$ cat config.mk
export PLATFORM = sky130hd
export DESIGN_NAME = eeprom_block
export DESIGN_NICKNAME = d
export VERILOG_FILES = /design/src/eeprom_pkg.sv /design/src/eeprom_block.sv
export VERILOG_INCLUDE_DIRS = /design/src /design/src/src
export SDC_FILE = /design/constraint.sdc
export NUM_CORES = 2
export LEC_CHECK = 0
export BUFFER_PORTS_ARGS = -buffer_cell sky130_fd_sc_hd__clkbuf_2
export CORE_MARGIN = 2
export CORE_UTILIZATION = 55
export CTS_CLUSTER_DIAMETER = 60
export DETAILED_ROUTE_END_ITERATION = 6
export PLACE_DENSITY_LB_ADDON = 0.3
export SLEW_MARGIN = 20
export SYNTH_ARGS = -nofsm -noshare
export SYNTH_HDL_FRONTEND = slang
export SYNTH_SLANG_ARGS = --single-unit
export TNS_END_PERCENT = 50
$ cat constraint.sdc
create_clock -name sda -period 2.6 [get_ports sda]
set_clock_uncertainty 0.05 [all_clocks]
set_input_delay 0.39 -clock sda [delete_from_list [all_inputs] [get_ports sda]]
set_output_delay 0.39 -clock sda [all_outputs]
set_load 0.1 [all_outputs]
$ cat src/eeprom_params.svh
`ifndef EEPROM_PARAMS_SVH
`define EEPROM_PARAMS_SVH

// Memory organization.
`define EE_BLOCKS       8
`define EE_BLOCK_DEPTH  256

// Upper nibble of the control byte.
`define EE_DEVICE_CODE  4'b1010

`define EE_SYNC_STAGES  2   // Flops per input line.

`endif

$ cat src/eeprom_pkg.sv
`default_nettype none

package eeprom_pkg;

    typedef logic [7:0] ee_byte_t;
    typedef logic [7:0] ee_word_t;   // Address inside one block.
    typedef logic [2:0] ee_block_t;

    typedef enum logic [2:0] {
        st_idle,
        st_dev_addr,
        st_word_addr,
        st_write_data,
        st_read_data,
        st_ignore      // Not addressed, or read ended by NACK.
    } bus_state_e;

    // Control byte LSB.
    typedef enum logic {
        op_write = 1'b0,
        op_read  = 1'b1
    } bus_op_e;

endpackage

`default_nettype wire

$ cat src/eeprom_block.sv
`timescale 1ns/100ps
`default_nettype none

`include "eeprom_params.svh"

module eeprom_block #(
    parameter int unsigned block_index = 0
) (
    input  logic                  sda,
    input  logic                  wr_en,
    input  logic                  rd_en,
    input  eeprom_pkg::ee_block_t blk_sel,
    input  eeprom_pkg::ee_word_t  word_addr,
    input  eeprom_pkg::ee_byte_t  wr_data,
    output eeprom_pkg::ee_byte_t  rd_data
);

    eeprom_pkg::ee_byte_t mem [`EE_BLOCK_DEPTH];
    logic                 blk_hit;

    // Block decode lives here only.
    assign blk_hit = (blk_sel == eeprom_pkg::ee_block_t'(block_index));

    always_ff @(posedge sda)
    begin
        if (wr_en && blk_hit)
            mem[word_addr] <= wr_data;
    end

    // Every block fetches, the shifter picks one.
    always_ff @(posedge sda)
    begin
        if (rd_en)
            rd_data <= mem[word_addr];
    end

endmodule

`default_nettype wire

## Word-level counts from Yosys, hierarchy flattened

Memory sizes are Yosys's and may differ from the RTL's. A register that Yosys moved wholly into a read port is not among the register bits.
Cells that the tools add are included.

| word-level totals | value |
|---|---|
| logic and storage cells | 5 |
| RAM bits | 2048 |
| input port bits | 22 |
| register bits | 0 |
| output and inout port bits | 8 |
| memories | 1 |

Memory list:

| memory | words | width | read ports | clocked after memory_dff | write ports | RTL line | RTL |
|---|---|---|---|---|---|---|---|
| mem | 256 | 8 | 1 | 1 | 1 | eeprom_block.sv:18 | `` eeprom_pkg::ee_byte_t mem [`EE_BLOCK_DEPTH]; `` |

| cells by class | value |
|---|---|
| mux-type cells | 2 |
| reduce and logical (&&, ||, !) cells | 2 |

Operators by type and width:

| kind | number |
|---|---|
| $logic_not 3->1 | 1 |
| $mux 1 | 2 |
| $logic_and 1x1->1 | 1 |

## Logic depth before layout (Yosys ltp)

| depth | value |
|---|---|
| depth after elaboration | 4 |
| mapped depth | 9 |
| mapped depth without buffers | 5 |

## Least setup slack after synthesis

Ideal clock, no wire load.

| timing | value |
|---|---|
| path kind | input to register |
| start | in word_addr[0] |
| end | mem mem[104][0] in the netlist's numbering, enable pin |
| stages on the path | 8 |
| arrival time | 2.179 ns |
| buffers on the path | 5 |
| required time | 2.180 ns |
| setup slack | 0.001 ns |
| path through | clkbuf_1 buf_4 buf_4 buf_2 nor3b_1 nand2_1 clkbuf_1 nor2_1 |

RTL lines:

| what | RTL line | RTL |
|---|---|---|
| start: declaration | eeprom_block.sv:13 | `input eeprom_pkg::ee_word_t word_addr,` |
| end: declaration | eeprom_block.sv:18 |  |

Straight into the memory's write port.

==> metrics.cfg <==
[yosys]
synth_area_per_cell_um2=22.2
yosysWarningCount=0
post_synth_inst_count=3526
synth_seq_cells=2056
synthesis.nets=3548
yosysSeqAreaShare_pct=78.8
synth_area_um2=78400
ys_types=22

[setup_path]
cp-start-kind=register
cpLargestDelayFamily=compound AO/OA/AOI/OAI gates
rr_startpoint=mem[59][4]
cp.required_ns=3.11
crit_fanout=1
path_cells=mux4_2, a22oi_1, a21oi_1, o41ai_2, buf_4, nand4_1
cp-end-kind=register
cpPeakStageDelay_ns=0.50
worst_path_max_delay_cell=o41ai_2
cp-startpoint=mem[59][4]
worstPathArrival_ns=3.06
path_class=reg2reg
path_buf_inv=1

[run]
max_cap_violations=0

[timing]
finalWorstSetupSlack_ns=0.0579
fin_tns_setup_ns=0
hold_viol=0
period_share_pct=97.8
rsz0062_at_grt=false
max_freq_ghz=0.393
worstMarginPinSlew_ns=0.716
min_period_ns=2.54
slew_violations=0
setup_viol=0
max-slew-margin-rel_pct=52.1

[global_route]
grt_max_degree=91
grt_pass1_wl_um=274000
grt_pass1_vias=39898
antenna_found_initial=3
grt_overflow=0
grtUsageTotal_pct=26.0

[floorplanning]
die_w_um=381
start_util_pct=55.4
dieArea_um2=146000
die_h_um=381
num_io_pins=30
core_area_um2=141000
row_count=138

[run_status]
status=complete, no violations

[placed_design]
dp_worst_setup_slack_ns=-1.05
post-place-cells=5908
finalWeightedCongestion=0.841
port-buffer-count=29
place_area_um2=86400
hpwl_um=119000

[finish]
utilization_pct=65.5
final_common_cell=edfxtp_1
final_area_um2=92700
area_growth_pct=18.2
finalNetCount=4239
drive_gt1_share_pct=34.7
final_cell_mix=2,056 x edfxtp_1, 591 x buf_4, 512 x mux4_2
stdcell_count=6261

[detailed_routing]
drtIter0Drc=5558
vias=39848
drt-total-wl_um=187000
ant_nets=0
routed_via_density=6.36
post-route-drc-count=0
dr.pass1.iters=5
routedWlPerCell_um=29.9

[clock_tree]
htreeDepth=4
clk_pin_slew_ns=0.06
cts.sinks=2056
clock_latency_ns=0.85
clockBufferDepth=3
root_buffer=clkbuf_16
cts_tree=built
cts_made_buffers=195

[pwr]
power_density_nw_per_um2=722
ir_worst_vdd_mv=0.518
total_leakage_power_nw=29.8

[min_path]
hp-start=wr_data[5]
hold_class=in2reg

-- state kept, by name, indices dropped and copies added (netlist names) --
register / flops
rd_data: 8
mem: 2048
-- worst register-to-register path: stages, from the launching register on --
cell      delay [ns]
edfxtp_1        0.36
mux4_2          0.49
a22oi_1         0.34
a21oi_1         0.23
o41ai_2         0.50
buf_4           0.20
nand4_1         0.10
-- synthesized netlist by cell type, drive strengths merged --
library cell / number / share of area, %
clkbuf: 150 / 0.72
edfxtp: 2056 / 79
and3b: 1 / 0.011
nand2b: 2 / 0.016
mux4: 512 / 15
o41ai: 32 / 0.36
nand2: 30 / 0.14
or2: 1 / 0.0080
nor2: 260 / 1.2
nor2b: 6 / 0.048
nor4b: 1 / 0.011
a22oi: 256 / 2.5
nand3: 4 / 0.026
and2: 2 / 0.016
nor3b: 1 / 0.0096
and3: 1 / 0.0080
buf: 75 / 0.55
nand4: 8 / 0.064
a21oi: 128 / 0.82
-- power breakdown --
part           internal (mW)  switching [mW]
Clock                   15.1            11.9
Combinational           1.35            2.03
Sequential              36.5          0.0324
Total                   53.0            14.0
-- cells by family after synthesis --
kind of cell / count (synthesis) / synth area share [%]
DFF: 2056 / 78.8
and+or+nand+nor: 317 / 1.61
AOI/OAI and AO/OA: 416 / 3.63
muxes: 512 / 14.7
buffers and inverters: 225 / 1.27
-- through the flow --
step,total power [mW],hold slack [ns]
final,66.9,0.0579
after global routing,68.7,0.0596
after CTS,67.3,0.0250
after detailed placement,40.6,0.803
after global placement,40.5,0.795
after floorplan,38.8,0.439
-- path summary, 6_finish.rpt --
| check | to | slack [ns] | cells past startpoint |
|---|---|---|---|
| max | rd_data[4] | 0.06 | 6 |
| min | mem[237][5] | 0.06 | 1 |
| max reg2reg | rd_data[4] | 0.06 | 6 |
| min reg2reg | rd_data[2] | 1.01 | 5 |
-- what timing repair did --
action,CTS,global route
setup buffers,0,0
hold buffers,2,0
resized for setup,13,7
pin swaps,0,1
endpoints found under the hold margin,66,0
setup endpoints to repair,7,6
-- layout make-up --
type                       count  area, µm²
timing repair buffer         719       6640
antenna                        2       5.00
fill                        8834      48700
tap                         1890       2360
sequential                  2056      61700
clock inverter               103        950
multi-input combinational   1245      15900
clock buffer                 246       5110
-- per-layer routing --
metal | track usage, % | part of all wire [%] | vias to the layer above
met4 | 9.06 | 3.4 | 2
li1 | - | - | 16394
met5 | 0 | 0.010 | -
met2 | 41.7 | 49 | 2042
met1 | 36.6 | 38 | 21062
met3 | 4.84 | 9.0 | 348
(Power assumes the default switching activity.)
