==> src/eeprom_params.svh <==
`ifndef EEPROM_PARAMS_SVH
`define EEPROM_PARAMS_SVH

// Memory organization.
`define EE_BLOCKS       8
`define EE_BLOCK_DEPTH  256

// Upper nibble of the control byte.
`define EE_DEVICE_CODE  4'b1010

`define EE_SYNC_STAGES  2   // Flops per input line.

`endif

==> src/eeprom_pkg.sv <==
`default_nettype none

package eeprom_pkg;

    typedef logic [7:0] ee_byte_t;
    typedef logic [7:0] ee_word_t;   // Address inside one block.
    typedef logic [2:0] ee_block_t;

    typedef enum logic [2:0] {
        st_idle,
        st_dev_addr,
        st_word_addr,
        st_write_data,
        st_read_data,
        st_ignore      // Not addressed, or read ended by NACK.
    } bus_state_e;

    // Control byte LSB.
    typedef enum logic {
        op_write = 1'b0,
        op_read  = 1'b1
    } bus_op_e;

endpackage

`default_nettype wire

==> src/i2c_read_shifter.sv <==
`timescale 1ns/100ps
`default_nettype none

`include "eeprom_params.svh"

module i2c_read_shifter (
    input  logic                  sda,
    input  logic                  rst_n,
    input  eeprom_pkg::ee_byte_t  rd_data [`EE_BLOCKS],
    input  eeprom_pkg::ee_block_t blk_sel,
    input  logic                  load,
    input  logic                  scl_fall,
    input  logic                  scl_rise,
    input  logic                  sdat_sync,
    output logic                  data_pull,
    output logic                  byte_done,
    output logic                  master_nack
);

    eeprom_pkg::ee_byte_t tx_shift;
    logic [3:0]           tx_cnt;     // Clock rises seen in this byte.
    logic                 active;

    always_ff @(posedge sda)
    begin
        if (!rst_n)
        begin
            active <= 1'b0;
            tx_cnt <= 4'd0;
        end
        else if (load)
        begin
            active <= 1'b1;
            tx_cnt <= 4'd0;
        end
        else if (active && scl_rise)
        begin
            if (tx_cnt == 4'd8)
                active <= 1'b0;   // ACK bit sampled.
            else
                tx_cnt <= tx_cnt + 4'd1;
        end
    end

    // MSB first, next bit presented on each falling clock.
    always_ff @(posedge sda)
    begin
        if (load)
            tx_shift <= rd_data[blk_sel];
        else if (active && scl_fall)
            tx_shift <= {tx_shift[6:0], 1'b1};   // Ones shift in, freeing the ACK bit.
    end

    // Open drain, so only zeros are driven.
    assign data_pull = active && !tx_shift[7];

    assign byte_done   = active && scl_rise && (tx_cnt == 4'd8);
    assign master_nack = byte_done & sdat_sync;   // High line means NACK.

endmodule

`default_nettype wire

==> config.mk <==
export PLATFORM = sky130hd
export DESIGN_NAME = i2c_read_shifter
export DESIGN_NICKNAME = d
export VERILOG_FILES = /design/src/eeprom_pkg.sv /design/src/i2c_read_shifter.sv
export VERILOG_INCLUDE_DIRS = /design/src /design/src/src
export SDC_FILE = /design/constraint.sdc
export NUM_CORES = 1
export LEC_CHECK = 0
export ABC_CLOCK_PERIOD_IN_PS = 2000
export BUFFER_PORTS_ARGS = -buffer_cell sky130_fd_sc_hd__buf_4
export CAP_MARGIN = 40
export CORE_MARGIN = 3
export CORE_UTILIZATION = 40
export DETAILED_ROUTE_END_ITERATION = 10
export GPL_TIMING_DRIVEN = 0
export PLACE_DENSITY = 0.77
export SLEW_MARGIN = 0
export SYNTH_ARGS = -nofsm -noshare
export SYNTH_HDL_FRONTEND = slang
export SYNTH_SLANG_ARGS = --single-unit
==> constraint.sdc <==
create_clock -name sda -period 2 [get_ports sda]
set_input_delay 0.3 -clock sda [delete_from_list [all_inputs] [get_ports sda]]
set_output_delay 0.3 -clock sda [all_outputs]
set_load 0.01 [all_outputs]
# ---- Yosys cells after proc, flatten, opt, wreduce, memory -nomap -nowiden
# Index checks and enable logic that the tools add are counted.
dict set report classes {
  addsub 1
  mul 0
  n_div 0
  order_cmp 1
  eq_ne 1
  shifts 0
  n_mux 8
  n_bitwise 4
  reduce_logical 11
}
# operator n
set op_table {}
lappend op_table {{8-bit two-way mux} 4}
lappend op_table {{8-bit binary-select mux with 3-bit select} 1}
lappend op_table {{2-bit nonzero test} 3}
lappend op_table {{4-bit by 1-bit adder with 4-bit output, second input constant} 1}
lappend op_table {{4-bit equality test, second input constant} 1}
lappend op_table {{4-bit greater-or-equal comparator, second input constant} 1}
lappend op_table {{1-bit logical AND} 4}
lappend op_table {{3-bit inverter with 4-bit output} 1}
lappend op_table {{2-bit AND reduction} 2}
lappend op_table {{1-bit two-way mux} 3}
lappend op_table {{1-bit inverter} 2}
lappend op_table {{2-bit OR reduction} 1}
lappend op_table {{1-bit AND} 1}
lappend op_table {{1-bit logical NOT} 1}
dict set report word_totals {
  regBits 13
  latchBits 0
  ramBits 0
  mem_bits_ro 0
  output_inout_bits 3
  elab_cells 29
  n_memories 0
}

# ---- Longest topological paths before layout
dict set report depth {
  ltp_word 5
  depth_mapped 5
  ltp_nobuf 5
}

# ---- Worst setup path before layout
# No wires, ideal clock.
dict set report synth_path {
  kind {input-to-reg}
  start {in blk_sel[0]}
  end {reg tx_shift[0], data pin}
  arrival_ns 1.201
  required_ns 1.732
  setup_slack_ns 0.532
  stages 5
  n_path_buf 2
  path_cell_list {buf_6 -> buf_12 -> mux4_2 -> mux2i_1 -> nand2_1}
}
dict set report synth_via {
  elab_chain_len 5
}
# element line_no
set synth_rtl {}
lappend synth_rtl {{start: declaration} i2c_read_shifter.sv:10} ;# input eeprom_pkg::ee_block_t blk_sel,
lappend synth_rtl {{3-bit inverter with 4-bit output (not written as such)} i2c_read_shifter.sv:49} ;# tx_shift <= rd_data[blk_sel];
lappend synth_rtl {{8-bit binary-select mux with 3-bit select} i2c_read_shifter.sv:49}
lappend synth_rtl {{8-bit two-way mux (not written as such) (2 in series)} i2c_read_shifter.sv:49}
lappend synth_rtl {{8-bit two-way mux} i2c_read_shifter.sv:48} ;# if (load)
lappend synth_rtl {{end signal: assignment} i2c_read_shifter.sv:49}
lappend synth_rtl {{end signal: assignment} i2c_read_shifter.sv:51} ;# tx_shift <= {tx_shift[6:0], 1'b1};
lappend synth_rtl {{end: declaration} i2c_read_shifter.sv:20} ;# eeprom_pkg::ee_byte_t tx_shift;
# Every way passes these cells. The select of a mux whose other input is x is not followed.
# A chain may end at the register's enable or synchronous reset.

# ---- Final worst setup path
dict set report layout_path {
  start {reg tx_cnt[0]}
  end {out master_nack}
}
dict set report layout_via {
  elab_chain_len 3
}
# element line_no
set layout_rtl {}
lappend layout_rtl {{start: declaration} i2c_read_shifter.sv:21} ;# logic [3:0] tx_cnt;
lappend layout_rtl {{start signal: assignment} i2c_read_shifter.sv:41} ;# tx_cnt <= tx_cnt + 4'd1;
lappend layout_rtl {{4-bit equality test} i2c_read_shifter.sv:57} ;# assign byte_done = active && scl_rise && (tx_cnt == 4'd8);
lappend layout_rtl {{1-bit logical AND} i2c_read_shifter.sv:57}
lappend layout_rtl {{1-bit AND} i2c_read_shifter.sv:58} ;# assign master_nack = byte_done & sdat_sync;
lappend layout_rtl {{end: declaration} i2c_read_shifter.sv:17} ;# output logic master_nack
# Every way passes these cells.

==> impl_metrics.env <==
export IMPL_status="complete, no violations"
export IMPL_setup_viol=0
export IMPL_antenna_cells=0
export IMPL_critPathKind="register to output pin"
export IMPL_synth_top_cell_area_share_pct=20.6
export IMPL_dp_hpwl_um=3190
export IMPL_hold_viol=0
export IMPL_yosysSeqAreaShare_pct=29.2
export IMPL_die_area_um2=3590
export IMPL_drive_gt1_share_pct=42.9
export IMPL_htreeDepth=1
export IMPL_clock_sinks=13
export IMPL_reg2reg_depth=5
export IMPL_critPathMaxFanout=5
export IMPL_hold_buffers=0
export IMPL_coreArea_um2=2610
export IMPL_overflow=0
export IMPL_synth_top_cells_by_area="edfxtp_1 21%, mux2i_1 19%, dfxtp_1 8.6%"
export IMPL_yosys_warnings=0
export IMPL_worstMarginPinSlew_ns=0.471
export IMPL_grt_pass1_wl_um=5860
export IMPL_synth_area_um2=1160
export IMPL_p_total_uw=742
export IMPL_cts_root_buf="clkbuf_4"
export IMPL_wire_per_inst_um=16.9
export IMPL_stdcell_count=226
export IMPL_routed_wl_um=3830
export IMPL_syn_inst=118
export IMPL_fin_crit_sh_pct=86.2
export IMPL_synth_avg_cell_area_um2=9.86
export IMPL_synth_edff_count=8
export IMPL_p_per_area_nw_per_um2=416
export IMPL_maxCapViolations=0
export IMPL_drc=0
export IMPL_start_util_pct=44.5
export IMPL_seq_area_um2=340
export IMPL_syn_to_final_growth_pct=53.2
export IMPL_fp_dieH_um=59.9
export IMPL_synth_ff_type="edfxtp_1"
export IMPL_dpl_cell_area_um2=1760
export IMPL_max_freq_mhz=580
export IMPL_slew_viol_final=0
export IMPL_grt_pass1_vias=1273
export IMPL_grt_setup_unrepaired="false"
export IMPL_yosys_area_top_type="edfxtp_1"
export IMPL_via_per_inst=5.60
export IMPL_num_io_pins=76
export IMPL_finClkSkew_ns=0.00489
export IMPL_cts_buffers=3
export IMPL_antenna_found_initial=0
export IMPL_tns_ns=0
export IMPL_hold_path_class="primary input to register"
export IMPL_power_leakage_uw=0.000852
export IMPL_insertion_delay_ns=0.27
export IMPL_crit_arrival_ns=1.42
export IMPL_routabilityCongestion=0.862
export IMPL_cts_setup_buffers=0
export IMPL_multi_input_area_um2=756
export IMPL_ant_nets=0
export IMPL_drtIter0Drc=65
export IMPL_firstDrtPassIters=5
export IMPL_final_area_um2=1780
export IMPL_hold_depth=2
export IMPL_maxSlewHeadroom_pct=68.5
export IMPL_yosys_top_cells_count="22 x mux2i_1, 15 x nor2b_1, 9 x nand3_1"
export IMPL_dp_cells=222
export IMPL_synth_seq_cells=13
export IMPL_die_x_um=59.9
export IMPL_fillCellCount=228
export IMPL_ir_drop_mv=0.437
export IMPL_grt_use_total_pct=21.5
export IMPL_grt_max_degree=11
export IMPL_num_vias=1266
export IMPL_yosysMostFrequentCell="mux2i_1"
export IMPL_startpoint_type="register"
export IMPL_synth_distinct_cells=32
export IMPL_cts_max_path_buffers=2
export IMPL_path_clk_slew_ns=0.08
export IMPL_cts_tree="yes"
export IMPL_synth_async_sr_flop_share_pct=0
export IMPL_end_kind="output pin"
export IMPL_row_count=18
export IMPL_cts_resized=0
export IMPL_cp_data_required_time_ns=1.70
export IMPL_synth_fp_nets=193
export IMPL_portBuffers=74
export IMPL_hold_slack_ns=0.240
export IMPL_fin_nets=272
export IMPL_finalCriticalPeriod_ns=1.72
-- critical path, cell delays in order, from the launching register on --
cell and delay, ns:
dfxtp_1 0.40, inv_1 0.06, ha_1 0.20, nand3b_1 0.12
nor2_1 0.07, and2_1 0.16, buf_4 0.14
-- final timing paths --
check	start	to	slack, ns
worst min register to register	tx_cnt[3]	tx_cnt[3]	0.51
worst min-delay path	rst_n	active	0.24
worst max-delay path	tx_cnt[0]	master_nack	0.28
worst max register to register	tx_cnt[0]	tx_cnt[0]	0.61
-- per-layer routing --
| layer | track usage [%] | routed length (µm) | vias to the layer above |
|---|---|---|---|
| met5 | 0 | 0 | - |
| met4 | 3.80 | 46 | 0 |
| met3 | 4.10 | 303 | 9 |
| met2 | 39.0 | 1860 | 52 |
| met1 | 26.4 | 1620 | 591 |
| li1 | - | - | 614 |
-- sequential cells by signal, summed over array words and instances (netlist names) --
name and count:
active 1, tx_shift 8, tx_cnt 4
-- metrics by stage --
| stage | utilization [%] | setup WS [ns] |
|---|---|---|
| finish | 68.2 | 0.275 |
| detailed placement | 67.2 | 0.247 |
| global route | 68.2 | 0.197 |
| global placement | 67.2 | 0.278 |
| floorplan | - | 0.532 |
| CTS | 68.2 | 0.273 |
-- layout by cell type, fill, tap and decap left out, types with 4 or more instances in the layout --
master	Yosys	final
dfxtp_1	5	5
edfxtp_1	8	8
nand3_1	9	9
mux2i_1	22	22
buf_4	1	75
a211o_1	7	7
a41o_1	7	7
clkbuf_1	3	4
a22oi_1	7	7
nor2b_1	15	15
-- power breakdown --
| group | internal, µW | leakage, µW | switching [µW] | total (µW) |
|---|---|---|---|---|
| registers | 309 | 0.000120 | 6.21 | 315 |
| logic | 166 | 0.000717 | 101 | 266 |
| clock network | 77.3 | 0.0000150 | 83.8 | 161 |
-- kinds of logic (layout without fill, tap and decap cells) --
group           Yosys count  count (layout)  share of synthesized area, %
fa+ha+maj                 2               2                          2.15
flops                    13              13                          29.2
mux                      24              24                          22.8
buf+inv                  10              88                          5.81
xor+xnor                  1               1                         0.753
simple gates             38              38                          18.9
compound gates           30              30                          20.3
-- cell type report --
class	count	area share [%]
Buffer	8	3.37
Clock buffer	4	1.47
Inverter	2	0.421
Multi-Input combinational cell	95	42.4
Sequential cell	13	19.1
Tap cell	30	2.11
Timing Repair Buffer	74	31.2
No activity file was read; power rests on OpenSTA's default activity.
