<file path="src/eeprom_params.svh">
`ifndef EEPROM_PARAMS_SVH
`define EEPROM_PARAMS_SVH

// Memory organization.
`define EE_BLOCKS       8
`define EE_BLOCK_DEPTH  256

// Upper nibble of the control byte.
`define EE_DEVICE_CODE  4'b1010

`define EE_SYNC_STAGES  2   // Flops per input line.

`endif

</file>
<file path="src/eeprom_pkg.sv">
`default_nettype none

package eeprom_pkg;

    typedef logic [7:0] ee_byte_t;
    typedef logic [7:0] ee_word_t;   // Address inside one block.
    typedef logic [2:0] ee_block_t;

    typedef enum logic [2:0] {
        st_idle,
        st_dev_addr,
        st_word_addr,
        st_write_data,
        st_read_data,
        st_ignore      // Not addressed, or read ended by NACK.
    } bus_state_e;

    // Control byte LSB.
    typedef enum logic {
        op_write = 1'b0,
        op_read  = 1'b1
    } bus_op_e;

endpackage

`default_nettype wire

</file>
<file path="src/i2c_bus_frontend.sv">
`timescale 1ns/100ps
`default_nettype none

`include "eeprom_params.svh"

module i2c_bus_frontend (
    input  logic                  sda,
    input  logic                  rst_n,
    input  logic                  scl,
    input  logic                  sdat_in,
    output logic                  ack_pull,
    output logic                  wr_en,
    output logic                  rd_en,
    output eeprom_pkg::ee_block_t blk_sel,
    output eeprom_pkg::ee_word_t  word_addr,
    output eeprom_pkg::ee_byte_t  wr_data,
    output logic                  load,
    output logic                  scl_fall,
    output logic                  scl_rise,
    output logic                  sdat_sync,
    input  logic                  byte_done,
    input  logic                  master_nack
);

    logic [`EE_SYNC_STAGES-1:0] scl_pipe;
    logic [`EE_SYNC_STAGES-1:0] sdat_pipe;
    logic                       scl_s;
    logic                       scl_d;
    logic                       sdat_d;
    logic                       start_cond;
    logic                       stop_cond;
    logic [3:0]                 bit_cnt;
    eeprom_pkg::ee_byte_t       rx_shift;
    eeprom_pkg::ee_byte_t       rx_byte;
    logic                       byte_rx;
    logic                       ack_pend;
    logic                       load_pend;
    eeprom_pkg::bus_state_e     state;

    // Bus idles high, so the synchronizers reset to ones.
    always_ff @(posedge sda)
    begin
        if (!rst_n)
        begin
            scl_pipe  <= '1;
            sdat_pipe <= '1;
            scl_d     <= 1'b1;
            sdat_d    <= 1'b1;
        end
        else
        begin
            scl_pipe  <= {scl_pipe[`EE_SYNC_STAGES-2:0], scl};
            sdat_pipe <= {sdat_pipe[`EE_SYNC_STAGES-2:0], sdat_in};
            scl_d     <= scl_s;
            sdat_d    <= sdat_sync;
        end
    end

    assign scl_s     = scl_pipe[`EE_SYNC_STAGES-1];
    assign sdat_sync = sdat_pipe[`EE_SYNC_STAGES-1];
    assign scl_rise  = scl_s & ~scl_d;
    assign scl_fall  = ~scl_s & scl_d;

    // Data edges while the clock line stays high.
    assign start_cond = scl_s & scl_d & sdat_d & ~sdat_sync;
    assign stop_cond  = scl_s & scl_d & ~sdat_d & sdat_sync;

    assign rx_byte = {rx_shift[6:0], sdat_sync};
    assign byte_rx = scl_rise && (bit_cnt == 4'd7);

    // Counts data rises 0..7, then the ACK rise at 8.
    always_ff @(posedge sda)
    begin
        if (!rst_n)
            bit_cnt <= 4'd0;
        else if (start_cond)
            bit_cnt <= 4'd0;
        else if (scl_rise)
        begin
            if (bit_cnt == 4'd8)
                bit_cnt <= 4'd0;
            else
                bit_cnt <= bit_cnt + 4'd1;
        end
    end

    always_ff @(posedge sda)
    begin
        if (scl_rise && !bit_cnt[3])
            rx_shift <= rx_byte;
    end

    // Held low across the whole ACK clock.
    always_ff @(posedge sda)
    begin
        if (!rst_n)
            ack_pull <= 1'b0;
        else if (scl_fall)
            ack_pull <= (bit_cnt == 4'd8) && ack_pend;
    end

    assign load = load_pend & scl_fall;

    always_ff @(posedge sda)
    begin
        if ((state == eeprom_pkg::st_write_data) && byte_rx)
            wr_data <= rx_byte;
    end

    always_ff @(posedge sda)
    begin
        if (!rst_n)
        begin
            state     <= eeprom_pkg::st_idle;
            blk_sel   <= '0;
            word_addr <= '0;
            wr_en     <= 1'b0;
            rd_en     <= 1'b0;
            ack_pend  <= 1'b0;
            load_pend <= 1'b0;
        end
        else
        begin
            wr_en <= 1'b0;
            rd_en <= 1'b0;

            if (wr_en || rd_en)
                word_addr <= word_addr + 8'd1;   // Wraps inside the block.

            if (rd_en)
                load_pend <= 1'b1;
            else if (scl_fall)
                load_pend <= 1'b0;

            if (scl_fall)
                ack_pend <= 1'b0;

            if (start_cond)
            begin
                state     <= eeprom_pkg::st_dev_addr;
                load_pend <= 1'b0;
            end
            else if (stop_cond)
            begin
                state     <= eeprom_pkg::st_idle;
                load_pend <= 1'b0;
            end
            else
            begin
                case (state)
                    eeprom_pkg::st_dev_addr:
                        if (byte_rx)
                        begin
                            if (rx_byte[7:4] == `EE_DEVICE_CODE)
                            begin
                                blk_sel  <= rx_byte[3:1];
                                ack_pend <= 1'b1;
                                if (eeprom_pkg::bus_op_e'(rx_byte[0]) == eeprom_pkg::op_read)
                                    state <= eeprom_pkg::st_read_data;
                                else
                                    state <= eeprom_pkg::st_word_addr;
                            end
                            else
                                state <= eeprom_pkg::st_ignore;  // No ACK.
                        end
                    eeprom_pkg::st_word_addr:
                        if (byte_rx)
                        begin
                            word_addr <= rx_byte;
                            ack_pend  <= 1'b1;
                            state     <= eeprom_pkg::st_write_data;
                        end
                    eeprom_pkg::st_write_data:
                        if (byte_rx)
                        begin
                            wr_en    <= 1'b1;
                            ack_pend <= 1'b1;
                        end
                    eeprom_pkg::st_read_data:
                        // First fetch on our own ACK of the read control byte.
                        if (scl_rise && ack_pull)
                            rd_en <= 1'b1;
                        else if (byte_done)
                        begin
                            if (master_nack)
                                state <= eeprom_pkg::st_ignore;
                            else
                                rd_en <= 1'b1;
                        end
                    default:
                        state <= state;   // Idle and ignore wait for start or stop.
                endcase
            end
        end
    end

endmodule

`default_nettype wire

</file>
<file path="config.mk">
export PLATFORM = sky130hd
export DESIGN_NAME = i2c_bus_frontend
export DESIGN_NICKNAME = d
export VERILOG_FILES = /design/src/eeprom_pkg.sv /design/src/i2c_bus_frontend.sv
export VERILOG_INCLUDE_DIRS = /design/src /design/src/src
export SDC_FILE = /design/constraint.sdc
export NUM_CORES = 1
export LEC_CHECK = 0
export ABC_CLOCK_PERIOD_IN_PS = 3300
export BUFFER_PORTS_ARGS = -buffer_cell sky130_fd_sc_hd__clkbuf_2
export CORE_UTILIZATION = 50
export DETAILED_ROUTE_END_ITERATION = 16
export PLACE_DENSITY = 0.72
export SLEW_MARGIN = 20
export SYNTH_ARGS = -nofsm -noshare
export SYNTH_HDL_FRONTEND = slang
export SYNTH_SLANG_ARGS = --single-unit
export TNS_END_PERCENT = 1
</file>
<file path="constraint.sdc">
create_clock -name sda -period 3.3 [get_ports sda]
set_input_delay 0.495 -clock sda [delete_from_list [all_inputs] [get_ports sda]]
set_output_delay 0.495 -clock sda [all_outputs]
set_load 0.05 [all_outputs]
</file>
# --- Yosys cells after proc, flatten, opt, wreduce, memory -nomap -nowiden ---
# Cells that the tools add are included.
totals:
  regBits: 44
  latch_bits: 0
  ramBits: 0
  mem_bits_ro: 0
  input_bits: 6
  wordCells: 99
  memories: 0
classes:
  add_sub_neg: 2
  mul: 0
  n_div: 0
  n_lt_le_gt_ge: 0
  eq_ne: 17
  shifts: 0
  n_mux: 29
  bitwise_logic: 17
  reduce_logical: 18
op_table:
  columns: ["op", "n"]
  rows:
  - ["8-bit 2-to-1 mux", 5]
  - ["3-bit 2-to-1 mux", 7]
  - ["4-bit != test, second input constant", 5]
  - ["1-bit 2-to-1 mux", 14]
  - ["6-bit AND reduction", 2]
  - ["2-bit != test, second input constant", 5]
  - ["1-bit inverter", 9]
  - ["3-bit case mux with 3 select lines", 1]
  - ["8-bit by 1-bit adder with 8-bit output, second input constant", 1]
  - ["1-bit AND", 8]
  - ["4-bit == test, second input constant", 2]
  - ["4-bit OR reduction", 2]
  - ["3-bit by 2-bit == test with 1-bit output, second input constant", 2]
  - ["1-bit logical AND", 5]
  - ["5-bit AND reduction", 1]
  - ["5-bit nonzero test", 1]
  - ["4-bit by 1-bit adder with 4-bit output, second input constant", 1]
  - ["4-bit by 3-bit == test with 1-bit output, second input constant", 1]
  - ["4-bit 2-to-1 mux", 1]
  - ["2-bit OR reduction", 2]
  - ["3-bit by 1-bit == test with 1-bit output, second input constant", 1]
  - ["3-bit == test, second input constant", 1]
  - ["3-bit nonzero test", 1]
  - ["3-bit OR reduction", 1]
  - ["other kinds (4)", 4]

# --- Depth between registers and ports, before layout ---
# Gate-level depths: netlist of run 1.
logic_depth:
  ltp_word: 8
  ltp_mapped: 7

# --- Worst setup path before layout of run 1 ---
# OpenSTA, ideal clock, no wires.
synth_path:
  path_type: "register -> output"
  start: "register scl_pipe[1]"
  end: "output load"
  arrival_ns: 1.359
  required_time_ns: 2.805
  slack_ns: 1.446
  path_stages_with_launch: 4
  n_path_buf: 0
  path_cell_list: "dfxtp_1 -> nand2b_1 -> inv_1 -> and2_1"
synth_between:
  elab_chain_len: 3
synth_rtl:
  columns: ["element", "line_no", "source"]
  rows:
  - ["from (decl)", "i2c_bus_frontend.sv:25", "logic [`EE_SYNC_STAGES-1:0] scl_pipe;"]
  - ["from (signal assigned)", "i2c_bus_frontend.sv:52", "scl_pipe <= {scl_pipe[`EE_SYNC_STAGES-2:0], scl};"]
  - ["1-bit inverter", "i2c_bus_frontend.sv:62", "assign scl_fall = ~scl_s & scl_d;"]
  - ["1-bit AND", "i2c_bus_frontend.sv:62", null]
  - ["named net scl_fall", "i2c_bus_frontend.sv:18", "output logic scl_fall,"]
  - ["1-bit AND", "i2c_bus_frontend.sv:102", "assign load = load_pend & scl_fall;"]
  - ["to (decl)", "i2c_bus_frontend.sv:17", "output logic load,"]
# The timed path passes the listed nets, and every way through them passes these cells.

# --- Final worst setup path of run 1 ---
layout_path:
  start: "register scl_pipe[1]"
  end: "output scl_rise"
layout_between:
  elab_chain_len: 1
layout_rtl:
  columns: ["element", "line_no", "source"]
  rows:
  - ["1-bit AND", "i2c_bus_frontend.sv:61", "assign scl_rise = scl_s & ~scl_d;"]
  - ["to (decl)", "i2c_bus_frontend.sv:19", "output logic scl_rise,"]
# No other way between the ends.

==> results of run 1 <==
-- cell usage after synthesis, drive strengths merged --
cell type	count
xnor2	3
nor3	6
a31oi	1
edfxtp	15
o311a	1
o22ai	1
o211ai	2
nor3b	2
clkinv	1
or3	1
and3	4
nor2	13
dfxtp	29
buf	3
clkbuf	2
o2111ai	2
nand2	13
and2	2
and3b	1
ha	3
a311oi	1
or3b	1
nand4b	2
and4bb	2
inv	6
o21ai	9
xor2	7
a211oi	3
a21oi	12
o2111a	1
nor2b	2
nand2b	7
nand4bb	1
o31ai	1
nand3	6
nand4	2
mux2i	5
-- final cells by class --
type	instances	share of cell area
timing repair buffer	31	0.0714
tap	46	0.0265
clock inverter	3	0.0196
inverter	7	0.0132
clock buffer	5	0.0317
sequential	44	0.474
multi-input combinational	117	0.363
-- path summary, 6_finish.rpt --
check                                   end  slack [ps]  depth (start not counted)
worst max register to register   wr_data[0]        1540                          4
worst min register to register  scl_pipe[1]         410                          1
worst max-delay path               scl_rise        1280                          3
worst min-delay path            scl_pipe[0]         380                          2
-- stage by stage --
stage	power, mW	cells
2_1_floorplan	0.606	173
3_3_place_gp	0.616	245
3_5_place_dp	0.617	245
4_1_cts	1.02	253
5_1_grt	1.05	253
6_report	1.01	253
-- report_power, final --
group | leakage, nW | internal [mW] | switching (mW) | total, mW
clock | 0.0558 | 0.224 | 0.180 | 0.404
combinational | 0.466 | 0.0118 | 0.0230 | 0.0348
sequential | 0.369 | 0.563 | 0.00753 | 0.570
total | 0.891 | 0.799 | 0.211 | 1.01
-- flip-flops by register name (all words and copies together), names as in the netlist --
name       cells
word_addr      8
wr_data        8
rx_shift       7
bit_cnt        4
blk_sel        3
state          3
scl_pipe       2
sdat_pipe      2
ack_pend       1
ack_pull       1
load_pend      1
rd_en          1
scl_d          1
sdat_d         1
wr_en          1
-- critical path, delay by kind of cell (launching register included) --
kind                   cells  cell delay, ps
buffers and inverters      2             500
flip-flops                 1             430
AND/OR/NAND/NOR            1             290
-- cells by family (layout without fill, tap and decap cells) --
| group | Yosys count | count (layout) |
|---|---|---|
| DFF | 44 | 44 |
| muxes | 5 | 5 |
| xor gates and xnor gates | 10 | 10 |
| adders and majority gates | 3 | 3 |
| AOI/OAI and AO/OA | 34 | 34 |
| buffers and inverters | 12 | 46 |
| and+or+nand+nor | 65 | 65 |
-- per-layer routing --
layer,vias up,global-route usage,share of wire
met5,-,0,0
met4,0,0.102,0.024
met3,8,0.0489,0.026
met2,26,0.339,0.52
met1,668,0.233,0.43
li1,690,-,-
==> out/qor.yml, run 1 <==
htree_num_levels: 2
ctsResizeCount: 0
cts_sinks: 44
tightestPinTransition_ps: 570
status: "finished clean"
fin_nets: 215
min_from: "scl"
design_area_sq_um: 2170
hold_viol_final: 0
grt_pass1_wl_mm: 6.11
path_cells: "nand2b_1, inv_4, clkbuf_2"
hold_ws_ps: 379
startpoint_type: "flop"
cp-startpoint: "scl_pipe[1]"
maxSlewHeadroom: 0.619
viasPerCell: 5.50
fin_crit_sh: 0.611
avgSynthCellArea_sq_um: 10.9
seqCellArea_sq_um: 1030
nFillCells: 298
routed_wl_mm: 3.57
final_common_cell: "clkbuf_2"
synth_compound_area_frac: 0.127
drive_above_1_share: 0.237
rows: 21
grt.total_usage: 0.200
place_ws_ps: 1570
yosysWarnings: 0
layout_common_cells: "clkbuf_2, dfxtp_1, edfxtp_1, nor2_1, nand2_1"
placed_cell_area_sq_um: 2060
slowest_delay_ps: 430
hold_class: "input pin to flop"
ys_seq_elements: 44
synthMuxAreaShare: 0.0266
crit_required_ps: 2800
first_global_vias: 1295
cts_tree: "done"
die_x_um: 63.4
period_needed_ps: 2020
finalCoreUtilization: 0.627
synth_top_area_cell: "dfxtp_1"
io_buffers: 31
core_area_sq_um: 3470
p_leak_nw: 0.891
die_area_sq_um: 4020
cts_buffer_depth: 2
drt_iter0_markers: 66
die_h_um: 63.4
worstPathArrival_ps: 1520
irDropWorstVdd_mv: 0.376
via_count: 1392
skew_ps: 7.64
path_clk_slew_ps: 70
synth_cell_types: 44
synthTopCellsByArea: "dfxtp_1, edfxtp_1, xor2_1, a21oi_1, mux2i_1"
timing.fmax_mhz: 496
yosys.area_share.simple: 0.199
cp-end-kind: "output pin"
synthAdderAreaFrac: 0.0199
multi_input_area_sq_um: 790
drv_cap: 0
routabilityCongestion: 0.863
synth_fp_nets: 182
clk_root_buffer_cell: "clkbuf_8"
grt_max_degree: 17
synth_top_family_by_area: "simple AND/OR/NAND/NOR gates"
fin_ws_ps: 1280
wl_per_cell_um: 14.1
diodes: 0
hpwl_mm: 2.65
numCtsBuffers: 5
setup_viol_count_final: 0
p_per_area_nw_per_um2: 464
ant_nets: 0
maxSlewViolCount: 0
area_growth_pct: 15.4
grt_overflow_total: 0
synth.top_cell.area_share: 0.308
worstSetupPathType: "flop to output pin"
synth-xor-area-share: 0.0465
ios: 32
postCtsSetupRepairBufs: 0
drcViolationCount: 0
slowest_stage: "dfxtp_1"
hold_buffers: 0
worstPathMaxFanout: 10
synthCells: 173
insertion_delay_ps: 300
setup-tns-final_ps: 0
start_util: 0.543
ys_seq_area_frac: 0.548
rsz0062_at_grt: "false"
first_pass_iters: 4
antenna_found_initial: 0
r2r-start: "bit_cnt[0]"
syn_area_sq_um: 1880
(Power assumes the default switching activity.)
==> inputs of run 2 (changes only) <==
Settings changed: ABC_CLOCK_PERIOD_IN_PS 3300 to 1940.
Clock period 3.3 ns to 1.94 ns, I/O delays scaled along.
==> out/qor.yml, run 2 (synthesis gave the netlist of run 1 again) <==
area_growth_pct: 15.8
crit_required_ps: 1650
diodes: 0
wl_per_cell_um: 13.9
ff2ff_setup_slack_ps: 180
worstPathMaxFanout: 10
status: "finished clean"
grt_pass1_wl_mm: 5.91
p_comb_frac: 0.035
cts_sinks: 44
irDropWorstVdd_mv: 0.507
drt_iter0_markers: 55
period_needed_ps: 1790
first_global_vias: 1242
hold_viol_final: 0
power_frac_clock: 0.401
setup_viol_count_final: 0
worstSetupPathType: "flop to output pin"
maxSlewViolCount: 0
ff2ff_path_depth: 4
tightestPinTransition_ps: 510
numCtsBuffers: 5
startpoint_type: "flop"
grt.total_usage: 0.197
antenna_found_initial: 0
cts_tree: "done"
ios: 32
seqPwrFrac: 0.564
fin_nets: 216
start_util: 0.543
timing.fmax_mhz: 559
p_per_area_nw_per_um2: 788
rsz0062_at_grt: "false"
postCtsSetupRepairBufs: 0
min_from: "sdat_in"
skew_ps: 5.56
maxSlewHeadroom: 0.656
netSwitchingPower_mw: 0.360
die_h_um: 63.4
hold_buffers: 0
die_area_sq_um: 4020
cp-end-kind: "output pin"
hold_class: "input pin to flop"
min_delay_worst_endpoint: "sdat_pipe[0]"
dpl.cell_count: 246
die_x_um: 63.4
p_leak_nw: 0.895
ant_nets: 0
final_cell_count_no_fill: 254
internal_power_mw: 1.36
htree_num_levels: 2
final_common_cell: "clkbuf_2"
drcViolationCount: 0
ctsResizeCount: 0
drv_cap: 0
largestRegisters: "word_addr (8), wr_data (8), rx_shift (7)"
grt_max_degree: 17
drive_above_1_share: 0.245
cts_buffer_depth: 2
p_sw_frac: 0.209
clk_root_buffer_cell: "clkbuf_8"
nFillCells: 300
rows: 21
layout_common_cells: "clkbuf_2, dfxtp_1, edfxtp_1, nor2_1, nand2_1"
io_buffers: 31
r2r-end: "wr_data[0]"
routabilityCongestion: 0.852
insertion_delay_ps: 290
whs_path_depth: 2
core_area_sq_um: 3470
first_pass_iters: 4
seqCellArea_sq_um: 1030
via_count: 1403
routed_wl_mm: 3.53
grt_overflow_total: 0
viasPerCell: 5.52
multi_input_area_sq_um: 790
fin_crit_sh: 0.922
worstPathArrival_ps: 1500
setup-tns-final_ps: 0
r2r-start: "bit_cnt[0]"
hpwl_mm: 2.62
path_clk_slew_ps: 80
## run 2: cell types whose count changed in the layout (fill, tap and decap cells not counted), sizes merged
| cell | delta |
|---|---|
| buf | +1 |
| clkinvlp | +1 |
| clkinv | -1 |
## run 2: cell type report
class / instances / share of cell area
Inverter: 7 / 0.0132
Clock buffer: 5 / 0.0316
Timing Repair Buffer: 32 / 0.0746
Clock inverter: 3 / 0.0195
Multi-Input combinational cell: 117 / 0.362
Tap cell: 46 / 0.0264
Sequential cell: 44 / 0.473
## run 2: stage by stage
stage / utilization / hold slack, ps / instance area (sq um) / power [mW] / setup WS (ps)
floorplan: - / 364 / 1880 / 1.03 / 290
global placement: 0.597 / 395 / 2070 / 1.05 / 242
detailed placement: 0.597 / 400 / 2070 / 1.05 / 195
CTS: 0.629 / 165 / 2180 / 1.73 / 134
global route: 0.629 / 170 / 2180 / 1.78 / 11.1
finish: 0.629 / 174 / 2180 / 1.72 / 151
## run 2: metal layers
metal | global-route usage | wire (um)
met1 | 0.238 | 1560
met2 | 0.322 | 1810
met3 | 0.0598 | 129
met4 | 0.0852 | 35
met5 | 0 | 0
## run 2: worst max-delay path by stage
stage	to	slack [ps]	from	depth (start not counted)
after floorplan	load	290	scl_pipe[1]	3
after CTS	scl_rise	130	scl_d	3
after global placement	wr_data[6]	240	bit_cnt[0]	4
after global routing	word_addr[3]	10	scl_d	5
after detailed placement	wr_data[5]	190	bit_cnt[0]	4
final	scl_rise	150	scl_d	3
## run 2: power by group through the flow
stage	Sequential [mW]	Clock, mW	Combinational, mW
after floorplan	0.987	0	0.0438
after global placement	0.990	0	0.0586
after global routing	0.971	0.745	0.0658
after detailed placement	0.991	0	0.0598
final	0.969	0.689	0.0597
after CTS	0.969	0.697	0.0602
## run 2: critical path, cell delays in order, from the launching register on
cell and delay, ps:
dfxtp_1 360, nand2b_1 350, inv_4 190, clkbuf_2 300
==> inputs of run 3 (changes only) <==
Settings changed: ABC_AREA from default to 1.
==> out/qor.yml, run 3 <==
diodes: 0
fin_nets: 263
hpwl_mm: 2.69
synthCells: 215
die_x_um: 63.1
wl_per_cell_um: 11.5
maxSlewViolCount: 0
synth.top_cell.area_share: 0.311
seqPwrFrac: 0.515
grt_overflow_total: 0
insertion_delay_ps: 300
worstSetupPathType: "flop to output pin"
status: "finished clean"
worstPathMaxFanout: 4
avgSynthCellArea_sq_um: 8.69
synth-async-reset-ratio: 0
cts_tree: "done"
drive_above_1_share: 0.212
finalCoreUtilization: 0.637
grt_max_degree: 16
layout_common_cells: "nand2_1, inv_1, clkbuf_2, dfxtp_1, nor2_1"
ios: 32
hold_class: "input pin to flop"
clk_root_buffer_cell: "clkbuf_8"
io_buffers: 31
finalPower_mw: 1.95
tightestPinTransition_ps: 577
maxSlewHeadroom: 0.614
placed_cell_area_sq_um: 2090
postCtsSetupRepairBufs: 0
ant_nets: 0
first_pass_iters: 4
die_area_sq_um: 3980
synth_top_area_cell: "dfxtp_1"
rows: 21
cts_sinks: 44
p_leak_nw: 1.07
timing.fmax_mhz: 590
syn_area_sq_um: 1870
worstPathArrival_ps: 1400
irDropWorstVdd_mv: 0.500
largestRegisters: "word_addr (8), wr_data (8), rx_shift (7)"
antenna_found_initial: 0
startpoint_type: "flop"
viasPerCell: 4.83
synth_edf_count: 15
ys_dominant_reg_cell: "dfxtp_1"
ys_seq_elements: 44
start_util: 0.539
nFillCells: 301
netSwitchingPower_mw: 0.506
yosysWarnings: 0
numCtsBuffers: 5
routed_wl_mm: 3.47
p_comb_frac: 0.121
setup_viol_count_final: 0
seqCellArea_sq_um: 1030
p_sw_frac: 0.260
critPathTopFamily: "buffers and inverters"
grt.total_usage: 0.195
slowest_delay_ps: 410
grt_pass1_wl_mm: 5.88
slowest_stage: "dfxtp_1"
multi_input_area_sq_um: 688
drcViolationCount: 0
fin_crit_sh: 0.873
synthTopCellsByArea: "dfxtp_1, edfxtp_1, nand2_1, inv_1, nor2_1"
via_count: 1454
drt_iter0_markers: 60
synth.most_common_cell: "nand2_1"
cts_buffer_depth: 2
p_per_area_nw_per_um2: 882
hold_buffers: 0
rsz0062_at_grt: "false"
die_h_um: 63.1
critPathBufInv: 3
cp-end-kind: "output pin"
path_cells: "inv_1, nor2_2, inv_1, nor2_2, clkbuf_2"
hold_viol_final: 0
internal_power_mw: 1.44
final_common_cell: "nand2_1"
htree_num_levels: 2
routabilityCongestion: 0.916
period_needed_ps: 1690
drv_cap: 0
synth.top_cells.by_count: "nand2_1, inv_1, dfxtp_1, nor2_1, edfxtp_1"
design_area_sq_um: 2210
ys_seq_area_frac: 0.552
synth_fp_nets: 224
ctsResizeCount: 0
core_area_sq_um: 3470
area_growth_pct: 18.2
skew_ps: 4.58
path_clk_slew_ps: 90
power_frac_clock: 0.364
synth_cell_types: 27
first_global_vias: 1339
crit_required_ps: 1650
## run 3: per-stage QoR
step | worst slack (ps) | setup TNS (ps) | instances | hold slack (ps)
finish | 246 | 0 | 301 | 174
global route | 127 | 0 | 301 | 174
CTS | 243 | 0 | 301 | 169
detailed placement | 372 | 0 | 293 | 414
global placement | 420 | 0 | 293 | 394
floorplan | -14.5 | -116 | 215 | 393
## run 3: final cells by class
| type | instances | area share |
|---|---|---|
| sequential | 44 | 0.467 |
| multi-input combinational | 132 | 0.312 |
| timing repair buffer | 34 | 0.0805 |
| inverter | 37 | 0.0629 |
| clock buffer | 5 | 0.0312 |
| tap | 46 | 0.0261 |
| clock inverter | 3 | 0.0210 |
## run 3: kinds of logic (layout without fill, tap and decap cells)
| logic type | count (synthesis) | count (layout) | synth area share |
|---|---|---|---|
| buffers and inverters | 39 | 79 | 0.0824 |
| xor gates and xnor gates | 5 | 5 | 0.0234 |
| adders and majority gates | 3 | 3 | 0.0201 |
| and+or+nand+nor | 99 | 99 | 0.247 |
| AOI/OAI and AO/OA | 25 | 25 | 0.0750 |
| DFF | 44 | 44 | 0.552 |
## run 3: worst paths after layout
path,endpoint,slack [ps],start,cells after the start
setup / recovery,load,250,scl_d,5
hold / removal,sdat_pipe[0],170,sdat_in,2
setup reg to reg,rx_shift[0],350,scl_pipe[1],4
hold reg to reg,sdat_pipe[1],430,sdat_pipe[0],1
## run 3: power by group through the flow
stage	Sequential (mW)	Clock [mW]	Combinational, mW
6_report	1.00	0.710	0.235
3_5_place_dp	1.02	0	0.234
2_1_floorplan	1.03	0	0.169
4_1_cts	1.00	0.722	0.235
3_3_place_gp	1.02	0	0.231
5_1_grt	1.01	0.767	0.273
## run 3: routing by layer
layer	track usage	routed length, um	vias to the layer above	share of wire
met3	0.0489	109	7	0.031
met2	0.332	1630	29	0.47
met5	0	0	-	0
met1	0.229	1660	643	0.48
met4	0.0872	72	0	0.021
li1	-	-	775	-
